File: src/hw/csr_pkg.sv
// machine-mode CSR package with widths, operation codes, addresses, reset values and write masks.
`default_nettype none

package csr_pkg;

  typedef logic [63:0] csr_data_t;
  typedef logic [11:0] csr_addr_t;
  typedef logic [2:0]  csr_idx_t;

  typedef enum logic [2:0] {
    OP_CSRRW = 3'd0,
    OP_CSRRS = 3'd1,
    OP_CSRRC = 3'd2,
    OP_ECALL = 3'd3,
    OP_MRET  = 3'd4
  } csr_op_t;

  // architectural CSR addresses from the privileged spec.
  localparam csr_addr_t CSR_ADDR_MSTATUS  = 12'h300;
  localparam csr_addr_t CSR_ADDR_MTVEC    = 12'h305;
  localparam csr_addr_t CSR_ADDR_MEPC     = 12'h341;
  localparam csr_addr_t CSR_ADDR_MCAUSE   = 12'h342;
  localparam csr_addr_t CSR_ADDR_MSCRATCH = 12'h340;

  // internal register slots.
  localparam csr_idx_t IDX_MSTATUS  = 3'd0;
  localparam csr_idx_t IDX_MTVEC    = 3'd1;
  localparam csr_idx_t IDX_MEPC     = 3'd2;
  localparam csr_idx_t IDX_MCAUSE   = 3'd3;
  localparam csr_idx_t IDX_MSCRATCH = 3'd4;

  // MPP is fixed at machine mode and the SXL/UXL fields read as 64-bit.
  localparam csr_data_t MSTATUS_RESET = 64'h0000_000a_0000_1800;

  localparam int unsigned MSTATUS_MIE_BIT  = 3;
  localparam int unsigned MSTATUS_MPIE_BIT = 7;

  // only MIE and MPIE are writable in an M-only core without interrupts.
  localparam csr_data_t WMASK_MSTATUS  = 64'h0000_0000_0000_0088;
  // trap vector and exception pc are kept 4-byte aligned.
  localparam csr_data_t WMASK_MTVEC    = 64'hffff_ffff_ffff_fffc;
  localparam csr_data_t WMASK_MEPC     = 64'hffff_ffff_ffff_fffc;
  localparam csr_data_t WMASK_MCAUSE   = 64'hffff_ffff_ffff_ffff;
  localparam csr_data_t WMASK_MSCRATCH = 64'hffff_ffff_ffff_ffff;

  // environment call from M-mode.
  localparam csr_data_t MCAUSE_ECALL_M = 64'd11;

endpackage

`default_nettype wire
File: src/hw/csr_top.sv
// csr top joins the control decode with the alu and the register file.
`timescale 1ns/1ns
`default_nettype none

module csr_top (
  input  wire logic               i_clk,
  input  wire logic               i_arst_n,
  input  wire logic               i_valid,
  input  wire csr_pkg::csr_op_t   i_op,
  input  wire csr_pkg::csr_addr_t i_addr,
  input  wire csr_pkg::csr_data_t i_wdata,
  input  wire csr_pkg::csr_data_t i_pc,
  output csr_pkg::csr_data_t      o_rdata,
  output logic                    o_illegal,
  output logic                    o_redirect,
  output csr_pkg::csr_data_t      o_redirect_pc
);
  import csr_pkg::*;

  csr_idx_t  idx;
  logic      wen;
  logic      rd_en;
  logic      ecall;
  logic      mret;
  csr_data_t cur;
  csr_data_t new_val;

  csr_ctrl u_ctrl (
    .i_valid    (i_valid),
    .i_op       (i_op),
    .i_addr     (i_addr),
    .o_idx      (idx),
    .o_wen      (wen),
    .o_rd_en    (rd_en),
    .o_ecall    (ecall),
    .o_mret     (mret),
    .o_redirect (o_redirect),
    .o_illegal  (o_illegal)
  );

  csr_alu u_alu (
    .i_op      (i_op),
    .i_idx     (idx),
    .i_old     (cur),
    .i_operand (i_wdata),
    .o_new     (new_val)
  );

  csr_file u_file (
    .i_clk         (i_clk),
    .i_arst_n      (i_arst_n),
    .i_idx         (idx),
    .i_wen         (wen),
    .i_rd_en       (rd_en),
    .i_new         (new_val),
    .i_ecall       (ecall),
    .i_mret        (mret),
    .i_pc          (i_pc),
    .o_cur         (cur),
    .o_rdata       (o_rdata),
    .o_redirect_pc (o_redirect_pc)
  );

endmodule

`default_nettype wire

File: src/hw/csr_file.sv
// csr register file holds the five machine CSRs, the read mux and the trap side effects.
`timescale 1ns/1ns
`default_nettype none

module csr_file (
  input  wire logic               i_clk,
  input  wire logic               i_arst_n,
  input  wire csr_pkg::csr_idx_t  i_idx,
  input  wire logic               i_wen,
  input  wire logic               i_rd_en,
  input  wire csr_pkg::csr_data_t i_new,
  input  wire logic               i_ecall,
  input  wire logic               i_mret,
  input  wire csr_pkg::csr_data_t i_pc,
  output csr_pkg::csr_data_t      o_cur,
  output csr_pkg::csr_data_t      o_rdata,
  output csr_pkg::csr_data_t      o_redirect_pc
);
  import csr_pkg::*;

  csr_data_t mstatus;
  csr_data_t mtvec;
  csr_data_t mepc;
  csr_data_t mcause;
  csr_data_t mscratch;

  always_ff @(posedge i_clk or negedge i_arst_n) begin
    if (!i_arst_n) begin
      mstatus  <= MSTATUS_RESET;
      mtvec    <= '0;
      mepc     <= '0;
      mcause   <= '0;
      mscratch <= '0;
    end else if (i_wen) begin
      case (i_idx)
        IDX_MSTATUS:  mstatus  <= i_new;
        IDX_MTVEC:    mtvec    <= i_new;
        IDX_MEPC:     mepc     <= i_new;
        IDX_MCAUSE:   mcause   <= i_new;
        IDX_MSCRATCH: mscratch <= i_new;
        default: ;
      endcase
    end else if (i_ecall) begin
      // trap entry saves the aligned pc and stacks the interrupt enable.
      mepc                      <= {i_pc[63:2], 2'b00};
      mcause                    <= MCAUSE_ECALL_M;
      mstatus[MSTATUS_MPIE_BIT] <= mstatus[MSTATUS_MIE_BIT];
      mstatus[MSTATUS_MIE_BIT]  <= 1'b0;
    end else if (i_mret) begin
      mstatus[MSTATUS_MIE_BIT]  <= mstatus[MSTATUS_MPIE_BIT];
      mstatus[MSTATUS_MPIE_BIT] <= 1'b1;
    end
  end

  always_comb begin
    case (i_idx)
      IDX_MSTATUS:  o_cur = mstatus;
      IDX_MTVEC:    o_cur = mtvec;
      IDX_MEPC:     o_cur = mepc;
      IDX_MCAUSE:   o_cur = mcause;
      IDX_MSCRATCH: o_cur = mscratch;
      default:      o_cur = '0;
    endcase
  end

  assign o_rdata = i_rd_en ? o_cur : '0;

  // direct mode only, so the trap target is mtvec as stored.
  always_comb begin
    if (i_ecall) begin
      o_redirect_pc = mtvec;
    end else if (i_mret) begin
      o_redirect_pc = mepc;
    end else begin
      o_redirect_pc = '0;
    end
  end

endmodule

`default_nettype wire

File: src/hw/csr_alu.sv
// csr alu forms the read-modify-write result and legalizes it with the target write mask.
`timescale 1ns/1ns
`default_nettype none

module csr_alu (
  input  wire csr_pkg::csr_op_t   i_op,
  input  wire csr_pkg::csr_idx_t  i_idx,
  input  wire csr_pkg::csr_data_t i_old,
  input  wire csr_pkg::csr_data_t i_operand,
  output csr_pkg::csr_data_t      o_new
);
  import csr_pkg::*;

  csr_data_t cand;
  csr_data_t wmask;

  function automatic csr_data_t mask_of(input csr_idx_t idx);
    csr_data_t m;
    case (idx)
      IDX_MSTATUS:  m = WMASK_MSTATUS;
      IDX_MTVEC:    m = WMASK_MTVEC;
      IDX_MEPC:     m = WMASK_MEPC;
      IDX_MCAUSE:   m = WMASK_MCAUSE;
      IDX_MSCRATCH: m = WMASK_MSCRATCH;
      default:      m = '0;
    endcase
    return m;
  endfunction

  always_comb begin
    case (i_op)
      OP_CSRRW: cand = i_operand;
      OP_CSRRS: cand = i_old | i_operand;
      OP_CSRRC: cand = i_old & ~i_operand;
      default:  cand = i_old;
    endcase
  end

  assign wmask = mask_of(i_idx);

  // read-only bits keep their current value.
  assign o_new = (cand & wmask) | (i_old & ~wmask);

endmodule

`default_nettype wire

File: src/hw/csr_ctrl.sv
// csr control decodes the operation and address into register index, strobes and the illegal flag.
`timescale 1ns/1ns
`default_nettype none

module csr_ctrl (
  input  wire logic             i_valid,
  input  wire csr_pkg::csr_op_t   i_op,
  input  wire csr_pkg::csr_addr_t i_addr,
  output csr_pkg::csr_idx_t       o_idx,
  output logic                  o_wen,
  output logic                  o_rd_en,
  output logic                  o_ecall,
  output logic                  o_mret,
  output logic                  o_redirect,
  output logic                  o_illegal
);
  import csr_pkg::*;

  logic addr_hit;
  logic is_csr_op;

  // address lookup, a miss falls back to slot 0 but never writes it.
  always_comb begin
    addr_hit = 1'b1;
    case (i_addr)
      CSR_ADDR_MSTATUS:  o_idx = IDX_MSTATUS;
      CSR_ADDR_MTVEC:    o_idx = IDX_MTVEC;
      CSR_ADDR_MEPC:     o_idx = IDX_MEPC;
      CSR_ADDR_MCAUSE:   o_idx = IDX_MCAUSE;
      CSR_ADDR_MSCRATCH: o_idx = IDX_MSCRATCH;
      default: begin
        o_idx    = IDX_MSTATUS;
        addr_hit = 1'b0;
      end
    endcase
  end

  always_comb begin
    case (i_op)
      OP_CSRRW, OP_CSRRS, OP_CSRRC: is_csr_op = 1'b1;
      default:                      is_csr_op = 1'b0;
    endcase
  end

  assign o_wen     = i_valid & is_csr_op & addr_hit;
  assign o_rd_en   = i_valid & is_csr_op & addr_hit;
  assign o_illegal = i_valid & is_csr_op & ~addr_hit;

  // traps ignore the address field.
  assign o_ecall    = i_valid & (i_op == OP_ECALL);
  assign o_mret     = i_valid & (i_op == OP_MRET);
  assign o_redirect = o_ecall | o_mret;

endmodule

`default_nettype wire

File: config.mk
export PLATFORM = sky130hd
export DESIGN_NAME = csr_top
export DESIGN_NICKNAME = d
export VERILOG_FILES = /design/src/hw/csr_pkg.sv /design/src/hw/csr_top.sv /design/src/hw/csr_file.sv /design/src/hw/csr_alu.sv /design/src/hw/csr_ctrl.sv
export SDC_FILE = /design/constraint.sdc
export NUM_CORES = 1
export LEC_CHECK = 0
export BUFFER_PORTS_ARGS = -buffer_cell sky130_fd_sc_hd__buf_2
export CORE_ASPECT_RATIO = 0.6
export CORE_UTILIZATION = 58
export CTS_CLUSTER_SIZE = 8
export DETAILED_ROUTE_END_ITERATION = 6
export HOLD_SLACK_MARGIN = 0.1
export PLACE_DENSITY_LB_ADDON = 0.2
export SLEW_MARGIN = 20
export SYNTH_ARGS = -nofsm -noshare
export SYNTH_HDL_FRONTEND = slang
export SYNTH_SLANG_ARGS = --single-unit
File: constraint.sdc
create_clock -name i_clk -period 2.8 [get_ports i_clk]
set_clock_uncertainty 0.2 [all_clocks]
set_input_delay 0.28 -clock i_clk [delete_from_list [all_inputs] [get_ports i_clk]]
set_output_delay 0.28 -clock i_clk [all_outputs]
set_load 0.01 [all_outputs]
**Word-level counts from Yosys, hierarchy flattened**

Cells that the tools add are included.
W data, S select, Z words.

- Input bits: 146
- Register bits after elaboration: 320
- Word-level logic and storage cells: 72
- Output and inout bits: 130

- Bitwise gates (word level): 14
- Equality and inequality tests: 16
- Reductions and logical operators: 14
- Multiplexer cells: 22

Operators with widths:

| operator | count |
|---|---|
| $mux W64 | 9 |
| $pmux W64 S3 | 2 |
| $pmux W64 S5 | 1 |
| $and A64 B64 Y64 | 3 |
| $not A64 Y64 | 2 |
| $or A64 B64 Y64 | 2 |
| $eq A12 B10 Y1 const B | 5 |
| $eq A3 B2 Y1 const B | 4 |
| $pmux W3 S4 | 1 |
| $reduce_and A2 Y1 | 6 |
| $mux W1 | 8 |
| $mux W8 | 1 |
| $eq A3 B1 Y1 const B | 2 |
| $eq A3 B3 Y1 const B | 2 |
| $logic_not A3 Y1 | 2 |
| $ne A2 B2 Y1 const B | 3 |
| $and A1 B1 Y1 | 5 |
| $reduce_or A5 Y1 | 1 |
| $reduce_or A2 Y1 | 2 |
| $reduce_bool A3 Y1 | 1 |
| $reduce_or A3 Y1 | 1 |
| $reduce_bool A2 Y1 | 1 |
| $not A1 Y1 | 1 |
| $or A1 B1 Y1 | 1 |

**Logic depth before layout (Yosys ltp)**

Gate-level depths: netlist (run 1).

- Depth after elaboration: 10
- Depth in mapped cells: 12
- Depth with buffers taken out: 6

**Hierarchy**

A second synthesis (run 1) with hierarchy kept.

- Cells, all modules: 1828
- Area total of the unflattened synthesis: 19590.0 um2

By module, submodules not included:

| module | instances | sequential area each (um2) | area an instance (um2) | cells an instance |
|---|---|---|---|---|
| csr_file | 1 | 8012.7 | 17401.7 | 1493 |
| csr_alu | 1 | 0.0 | 2004.4 | 311 |
| csr_ctrl | 1 | 0.0 | 183.9 | 24 |

**Least setup slack after synthesis (run 1)**

Ideal clock, no wire load.

- Path kind: input to output
- From: in i_addr[11]
- To: out o_rdata[0]
- Stages: 8
- Data required time: 2.320 ns
- Arrival time: 2.204 ns
- Path slack: 0.116 ns
- Path buffers: 4
- Cells stage by stage: or4b_4 or2_1 buf_2 buf_2 a211o_1 clkbuf_1 buf_2 nor2_1

- Cells in the longest elaborated chain, start to end: 5
- Elaborated cells on any way between the ends: 16
- Classes of those cells: eq/ne (9); mux (4); bitwise (1); reduce/logical (2)

Ends and longest elaborated chain:

| element | RTL line | RTL |
|---|---|---|
| start: declaration | csr_top.sv:10 | `input wire csr_pkg::csr_addr_t i_addr,` |
| $eq A12 B10 Y1 | csr_ctrl.sv:25 | `case (i_addr)` |
| $pmux W3 S4 / $reduce_or A5 Y1 (equally long branches) | - |  |
| $eq A3 B3 Y1 (tied with other cells) | csr_file.sv:56 | `case (i_idx)` |
| $pmux W64 S5 / $and A1 B1 Y1 (equally long branches) | csr_file.sv:56, csr_ctrl.sv:46 |  |
| $mux W64 (*) | csr_file.sv:66 | `assign o_rdata = i_rd_en ? o_cur : '0;` |
| end: declaration | csr_top.sv:13 | `output csr_pkg::csr_data_t o_rdata,` |

Every way passes the cells marked *; elsewhere a longest branch is shown, timed or not.

**Worst setup path after layout (run 1)**

- From: in i_addr[7]
- To: out o_rdata[36]

Same word-level chain as after synthesis.

==> results of run 1 <==
==> worst max path at each step <==
stage	startpoint	endpoint	slack (ps)	depth (start not counted)
6_report	i_addr[7]	o_rdata[36]	-80	11
5_1_grt	i_addr[7]	o_rdata[36]	-100	11
4_1_cts	i_addr[11]	o_rdata[47]	-10	10
3_5_place_dp	i_addr[11]	u_file.mscratch[42]	-80	8
3_3_place_gp	i_addr[11]	u_file.mscratch[45]	-20	8
2_1_floorplan	i_addr[11]	o_rdata[0]	120	8
==> cell families (layout without fill, tap and decap cells) <==
kind of cell    after synthesis  after routing  share of synthesized area
flops                       320            320                      0.441
mux                          16             16                    0.00902
buf+inv                     274            665                     0.0661
other cells                   0              4                          0
compound gates              781            781                      0.281
simple gates                728            728                      0.203
==> report_power, final <==
part,leakage (nW),switching [W],internal (W)
Combinational,5.84,0.000785,0.000689
Sequential,4.28,0.000167,0.00483
Clock,0.605,0.00205,0.00302
Total,10.7,0.00300,0.00854
==> Yosys cell counts, drive strengths merged (2+ instances only) <==
cell type / count
a2111oi: 3
a211o: 4
a211oi: 4
a21boi: 87
a21o: 3
a21oi: 280
a222oi: 14
a22o: 2
a22oi: 12
a2bb2oi: 17
a31oi: 46
a32o: 6
and2: 49
and3: 2
and3b: 87
buf: 69
clkbuf: 200
dfrtp: 316
dfstp: 4
inv: 4
mux2: 3
mux2i: 13
nand2: 203
nand2b: 4
nand3: 78
nor2: 196
nor2b: 8
nor3: 46
nor3b: 4
o2111a: 2
o2111ai: 43
o211ai: 16
o21a: 15
o21ai: 173
o22ai: 3
o2bb2ai: 2
o31ai: 43
or2: 3
or3: 44
or4b: 2
==> timing repair <==
action	in CTS	in global routing
endpoints found under the hold margin	571	0
setup buffers	0	8
setup endpoints to repair	4	83
hold buffers	145	0
gates resized for setup	2	50
pin swaps	0	10
cloned	0	2
==> cell type report <==
type / count / area (sq um) / share of cell area
Antenna cell: 4 / 10.0 / 0.000421
Clock buffer: 65 / 1240 / 0.0523
Clock inverter: 1 / 8.76 / 0.000368
Inverter: 5 / 18.8 / 0.000789
Multi-Input combinational cell: 1525 / 9180 / 0.386
Sequential cell: 320 / 8010 / 0.337
Tap cell: 408 / 510 / 0.0215
Timing Repair Buffer: 594 / 4790 / 0.201
==> worst register-to-register path, stage by stage, from the launching register on <==
cell and delay (ps):
dfrtp_1 370, nor2b_1 130, a211o_1 270, a32o_1 270, a22oi_1 370, a2bb2oi_2 300
o211ai_1 140, dlygate4sd3_1 570
==> per-layer routing <==
metal	share of wire	up-vias
li1	-	8331
met1	0.39	9290
met2	0.44	1501
met3	0.12	295
met4	0.042	0
met5	0	-
==> sequential cells by signal (all words and copies together) (netlist names) <==
| signal | flops |
|---|---|
| u_file.mtvec | 64 |
| u_file.mscratch | 64 |
| u_file.mstatus | 64 |
| u_file.mepc | 64 |
| u_file.mcause | 64 |
==> stage by stage <==
| step | util | setup TNS, ps | cell area, sq um | std cells |
|---|---|---|---|---|
| final | 0.783 | -607 | 23800 | 2922 |
| after global routing | 0.783 | -2250 | 23800 | 2921 |
| after CTS | 0.773 | -12.2 | 23500 | 2908 |
| after detailed placement | 0.684 | -2410 | 20800 | 2697 |
| after global placement | 0.684 | -464 | 20800 | 2697 |
| after floorplan | - | 0 | 18200 | 2119 |
==> flow_metrics.tcl, run 1 <==
set metrics [dict create \
    crit_fanout 8 \
    status "complete, but fails checks" \
    setup_violations 24 \
    syn_avg_cell_area_sq_um 8.57 \
    timing.fmax_mhz 348 \
    p_leak_nw 10.7 \
    failed_checks "DRC, setup timing" \
    hold_viol 0 \
    chipWidth_um 230 \
    antenna_found_initial 4 \
    post-dp-hpwl_um 39500 \
    gp_congestion 0.881 \
    drive_gt1_frac 0.252 \
    critPathBufInv 6 \
    postSynthCellCount 2119 \
    drt_iter0_drc 2598 \
    busiest_layer "met2" \
    p_per_area_mw_per_mm2 486 \
    hold_ws_ps 78.8 \
    grt_pass1_vias 19330 \
    final_cell_mix "316 x dfrtp_1, 269 x buf_2, 223 x a21oi_1" \
    worstSetupEndpointType "output port" \
    max-vdd-ir-drop_uv 381 \
    yosys-top-cells-area "dfrtp_1 44%, a21oi_1 6.2%, and3b_1 4.2%" \
    place_ws_ps -80.7 \
    cts_tree "done" \
    numPortBuffers 273 \
    use_met2 0.616 \
    relSlewSlack 0.488 \
    r2r_slack_ps 70 \
    synth_area_leader_cell "dfrtp_1" \
    num_vias 19417 \
    worst-r2r-cell-count 7 \
    grt_pass1_wl_um 105000 \
    syn_area_sq_mm 0.0182 \
    use_met3 0.111 \
    layout_min_cycle_time_ps 2880 \
    core-area_sq_mm 0.0303 \
    yosysWarnings 0 \
    vias_per_cell 6.65 \
    root_buffer "clkbuf_16" \
    wl_per_cell_um 23.3 \
    crit_family "simple AND/OR/NAND/NOR gates" \
    cp.required_ps 2320 \
    ys_types 63 \
    mostFrequentLayoutCell "dfrtp_1" \
    ant_nets 0 \
    grt_usage 0.414 \
    grt_overflow 0 \
    r2r_start "u_file.mscratch[26]" \
    drv_slew 0 \
    rows 49 \
    yosys.area.top_type_share 0.435 \
    synth-edff-count 0 \
    path_class "in -> out" \
    ys_ff_latch 320 \
    setup_ws_ps -76.2 \
    critPathSlowestCell "or4b_4" \
    firstDrtPassIters 7 \
    dieArea_sq_mm 0.0321 \
    ctsHtreeMaxLevel 2 \
    die_h_um 139 \
    synthFlopType "dfrtp_1" \
    period_share 1.03 \
    grt_max_degree 79 \
    arrival_ps 2400 \
    tightest_slew_ps 766 \
    cap_violations 0 \
    start_kind "input port" \
    crit_chain "buf_6 -> or4b_4 -> buf_6 -> nor4b_4 -> buf_4 -> buf_12 -> and2_1 -> nor3_1 -> buf_4 -> nor2_1 -> buf_2" \
    finalWirelength_um 68000 \
    clk_pin_slew_ps 50 \
    worstReg2RegEnd "u_file.mepc[26]" \
    io_pins 276 \
    cts_inserted_buffers 45 \
    synth.yosys.seq_area_share 0.441 \
    cts_buffer_depth 3 \
    rsz0062_at_grt "true" \
    nets 2637 \
    hold_class "in -> async" \
    clock_sinks 320 \
    insertion_delay_ps 560 \
    area_growth_pct 30.9 \
    initial_utilization 0.599 \
    fillCellCount 1987 \
    slowest_delay_ps 580 \
    syn_nets 2265 \
    drc 6 \
    synthArstFlopShare 1.00 \
    power_w 0.0115 \
    use_met1 0.558 \
]
(Power assumes the default switching activity.)
==> inputs of run 2 (changes only) <==
--- a/config.mk
+++ b/config.mk
@@ -5,13 +5,15 @@
 export SDC_FILE = /design/constraint.sdc
 export NUM_CORES = 1
 export LEC_CHECK = 0
+export ABC_AREA = 1
 export BUFFER_PORTS_ARGS = -buffer_cell sky130_fd_sc_hd__buf_2
+export CAP_MARGIN = 5
 export CORE_ASPECT_RATIO = 0.6
 export CORE_UTILIZATION = 58
 export CTS_CLUSTER_SIZE = 8
 export DETAILED_ROUTE_END_ITERATION = 6
 export HOLD_SLACK_MARGIN = 0.1
-export PLACE_DENSITY_LB_ADDON = 0.2
+export PLACE_DENSITY = 0.85
 export SLEW_MARGIN = 20
 export SYNTH_ARGS = -nofsm -noshare
 export SYNTH_HDL_FRONTEND = slang
==> run 2 against run 1 <==
The flow finishes with violations (DRC). Cell area is 3.7% lower. First-iteration DRC count is 39% higher. Synthesized cell count is 22% higher. Worst hold slack better by 33 ps. Sequential power hardly changed. Power is 3.0% lower. Area after synthesis is 1.4% lower. Count of clock-buffer cells in the layout is 5 lower. Global-route usage is 3.5 points higher. Critical path type is now in -> reg. Critical endpoint is now u_file.mepc[62]. Largest power group unchanged. Highest routed layer is now met5.
==> flow_metrics.tcl, run 2 <==
set metrics [dict create \
    status "complete, but fails checks" \
    failed_checks "DRC" \
    initial_utilization 0.594 \
    clock_sinks 320 \
    numPortBuffers 273 \
    drc 23 \
    instances_no_fill 3341 \
    hold_viol 0 \
    cap_violations 0 \
    syn_area_sq_mm 0.0179 \
    ff_latch_area_sq_mm 0.00801 \
    fin_util 0.759 \
    rsz0062_at_grt "false" \
    crit_fanout 16 \
    grt_pass1_wl_um 112000 \
    vias_per_cell 6.36 \
    grt_max_degree 108 \
    die_h_um 138 \
    relSlewSlack 0.367 \
    synth_area_leader_cell "dfrtp_1" \
    layout_min_cycle_time_ps 2740 \
    mostFrequentLayoutCell "nand2_1" \
    drv_slew 0 \
    power_w 0.0112 \
    drive_gt1_frac 0.156 \
    path_class "in -> reg" \
    timing.fmax_mhz 365 \
    insertion_delay_ps 580 \
    max-vdd-ir-drop_uv 428 \
    post-dp-hpwl_um 40200 \
    start_kind "input port" \
    synth-edff-count 0 \
    grt_pass1_vias 21101 \
    area_growth_pct 27.7 \
    wl_per_cell_um 21.3 \
    postSynthCellCount 2584 \
    gp_congestion 0.961 \
    multiInputGateArea_sq_mm 0.00858 \
    grt_usage 0.449 \
    ys_ff_latch 320 \
    synth.yosys.seq_area_share 0.447 \
    cp.required_ps 3080 \
    placedCellCount 3090 \
    firstDrtPassIters 7 \
    ys_types 29 \
    chipWidth_um 229 \
    ctsHtreeMaxLevel 2 \
    io_pins 276 \
    synthTopCellsByCount "1009 x nand2_1, 316 x dfrtp_1, 304 x nand3_1" \
    root_buffer "clkbuf_16" \
    arrival_ps 3030 \
    core-area_sq_mm 0.0302 \
    num_vias 21249 \
    p_per_area_mw_per_mm2 489 \
    setup_violations 0 \
    syn_avg_cell_area_sq_um 6.93 \
    syn_nets 2730 \
    fillCellCount 2067 \
    rows 49 \
    final_cell_mix "1006 x nand2_1, 316 x dfrtp_1, 302 x nand3_1" \
    hold_class "in -> async" \
    cts_tree "done" \
    yosys-top-cells-area "dfrtp_1 44%, nand2_1 21%, nand3_1 8.5%" \
    period_share 0.980 \
    yosysWarnings 0 \
    cts_buffer_depth 3 \
    antenna_found_initial 5 \
    finalWirelength_um 71200 \
    p_leak_nw 11.9 \
    synth.most_common_cell "nand2_1" \
    worstSetupEndpointType "flip-flop" \
    synthFlopType "dfrtp_1" \
    grt_overflow 0 \
    yosys.area.top_type_share 0.441 \
    setup_tns_ps 0 \
    synthArstFlopShare 1.00 \
    drt_iter0_drc 3613 \
    dieArea_sq_mm 0.0316 \
    cts_inserted_buffers 45 \
    clk_pin_slew_ps 60 \
    ant_nets 0 \
    tightest_slew_ps 950 \
    nets 3060 \
]
[run 2: repair_timing]
action	4_1_cts	5_1_grt
gates resized for setup	0	4
endpoints found under the setup margin	0	11
hold endpoints to repair	541	0
setup buffers	0	3
hold buffers	182	0
[run 2: critical path, stage by stage]
cell           delay, ps
buf_2                100
nor2_1               120
nand2_1              240
nor2_1               280
nand2_2              180
nand2_4              170
nand2_1               80
inv_2                370
nand3_1              140
nand2_1              150
nand2_1              120
a21oi_1              200
dlygate4sd3_1        590
[run 2: layer usage]
| layer | GRT usage | share of wire | vias to the layer above |
|---|---|---|---|
| met2 | 0.650 | 0.42 | 2123 |
| met5 | 0 | 0.00038 | - |
| met1 | 0.598 | 0.36 | 9587 |
| li1 | - | - | 9025 |
| met4 | 0.255 | 0.059 | 4 |
| met3 | 0.140 | 0.16 | 510 |
[run 2: cells by family (layout without fill, tap and decap cells)]
logic type / Yosys count / in the layout / synth area share
AO/OA/AOI/OAI: 363 / 363 / 0.103
flip-flops: 320 / 320 / 0.447
other: 0 / 3 / 0
buffers and inverters: 345 / 691 / 0.0792
AND/OR/NAND/NOR: 1556 / 1556 / 0.371
[run 2: per-stage QoR]
stage | cell area [sq um] | setup WS (ps) | hold WS [ps]
6_report | 22900 | 57.2 | 111
5_1_grt | 22900 | 41.0 | 159
4_1_cts | 22800 | 86.0 | 131
3_5_place_dp | 19800 | 103 | 117
3_3_place_gp | 19800 | 169 | 103
2_1_floorplan | 17900 | 561 | -216
[run 2: area by class of cell]
| cell class | count | share of cell area |
|---|---|---|
| diodes | 3 | 0.000328 |
| clock buffers | 60 | 0.0517 |
| clock inverters | 3 | 0.00164 |
| inverters | 96 | 0.0161 |
| multi-input cells | 1919 | 0.375 |
| flip-flops and latches | 320 | 0.350 |
| well taps | 408 | 0.0223 |
| repair buffers | 532 | 0.183 |
[run 2: worst paths after layout]
check	startpoint	endpoint	slack, ps	cells after the start
worst min register to register	u_file.mstatus[33]	u_file.mstatus[33]	170	0
worst max-delay path	i_addr[11]	u_file.mepc[62]	60	13
max in group asynchronous	i_arst_n	u_file.mtvec[56]	1420	3
worst max register to register	u_file.mepc[23]	u_file.mepc[23]	610	9
min in group i_clk	u_file.mstatus[33]	u_file.mstatus[33]	170	0
worst min-delay path	i_arst_n	u_file.mstatus[19]	110	2
[run 2: power breakdown]
part	leakage [nW]	internal [W]	total (W)	switching [W]
logic	7.29	0.000512	0.00117	0.000660
clock network	0.591	0.00291	0.00504	0.00212
registers	4.00	0.00482	0.00499	0.000169
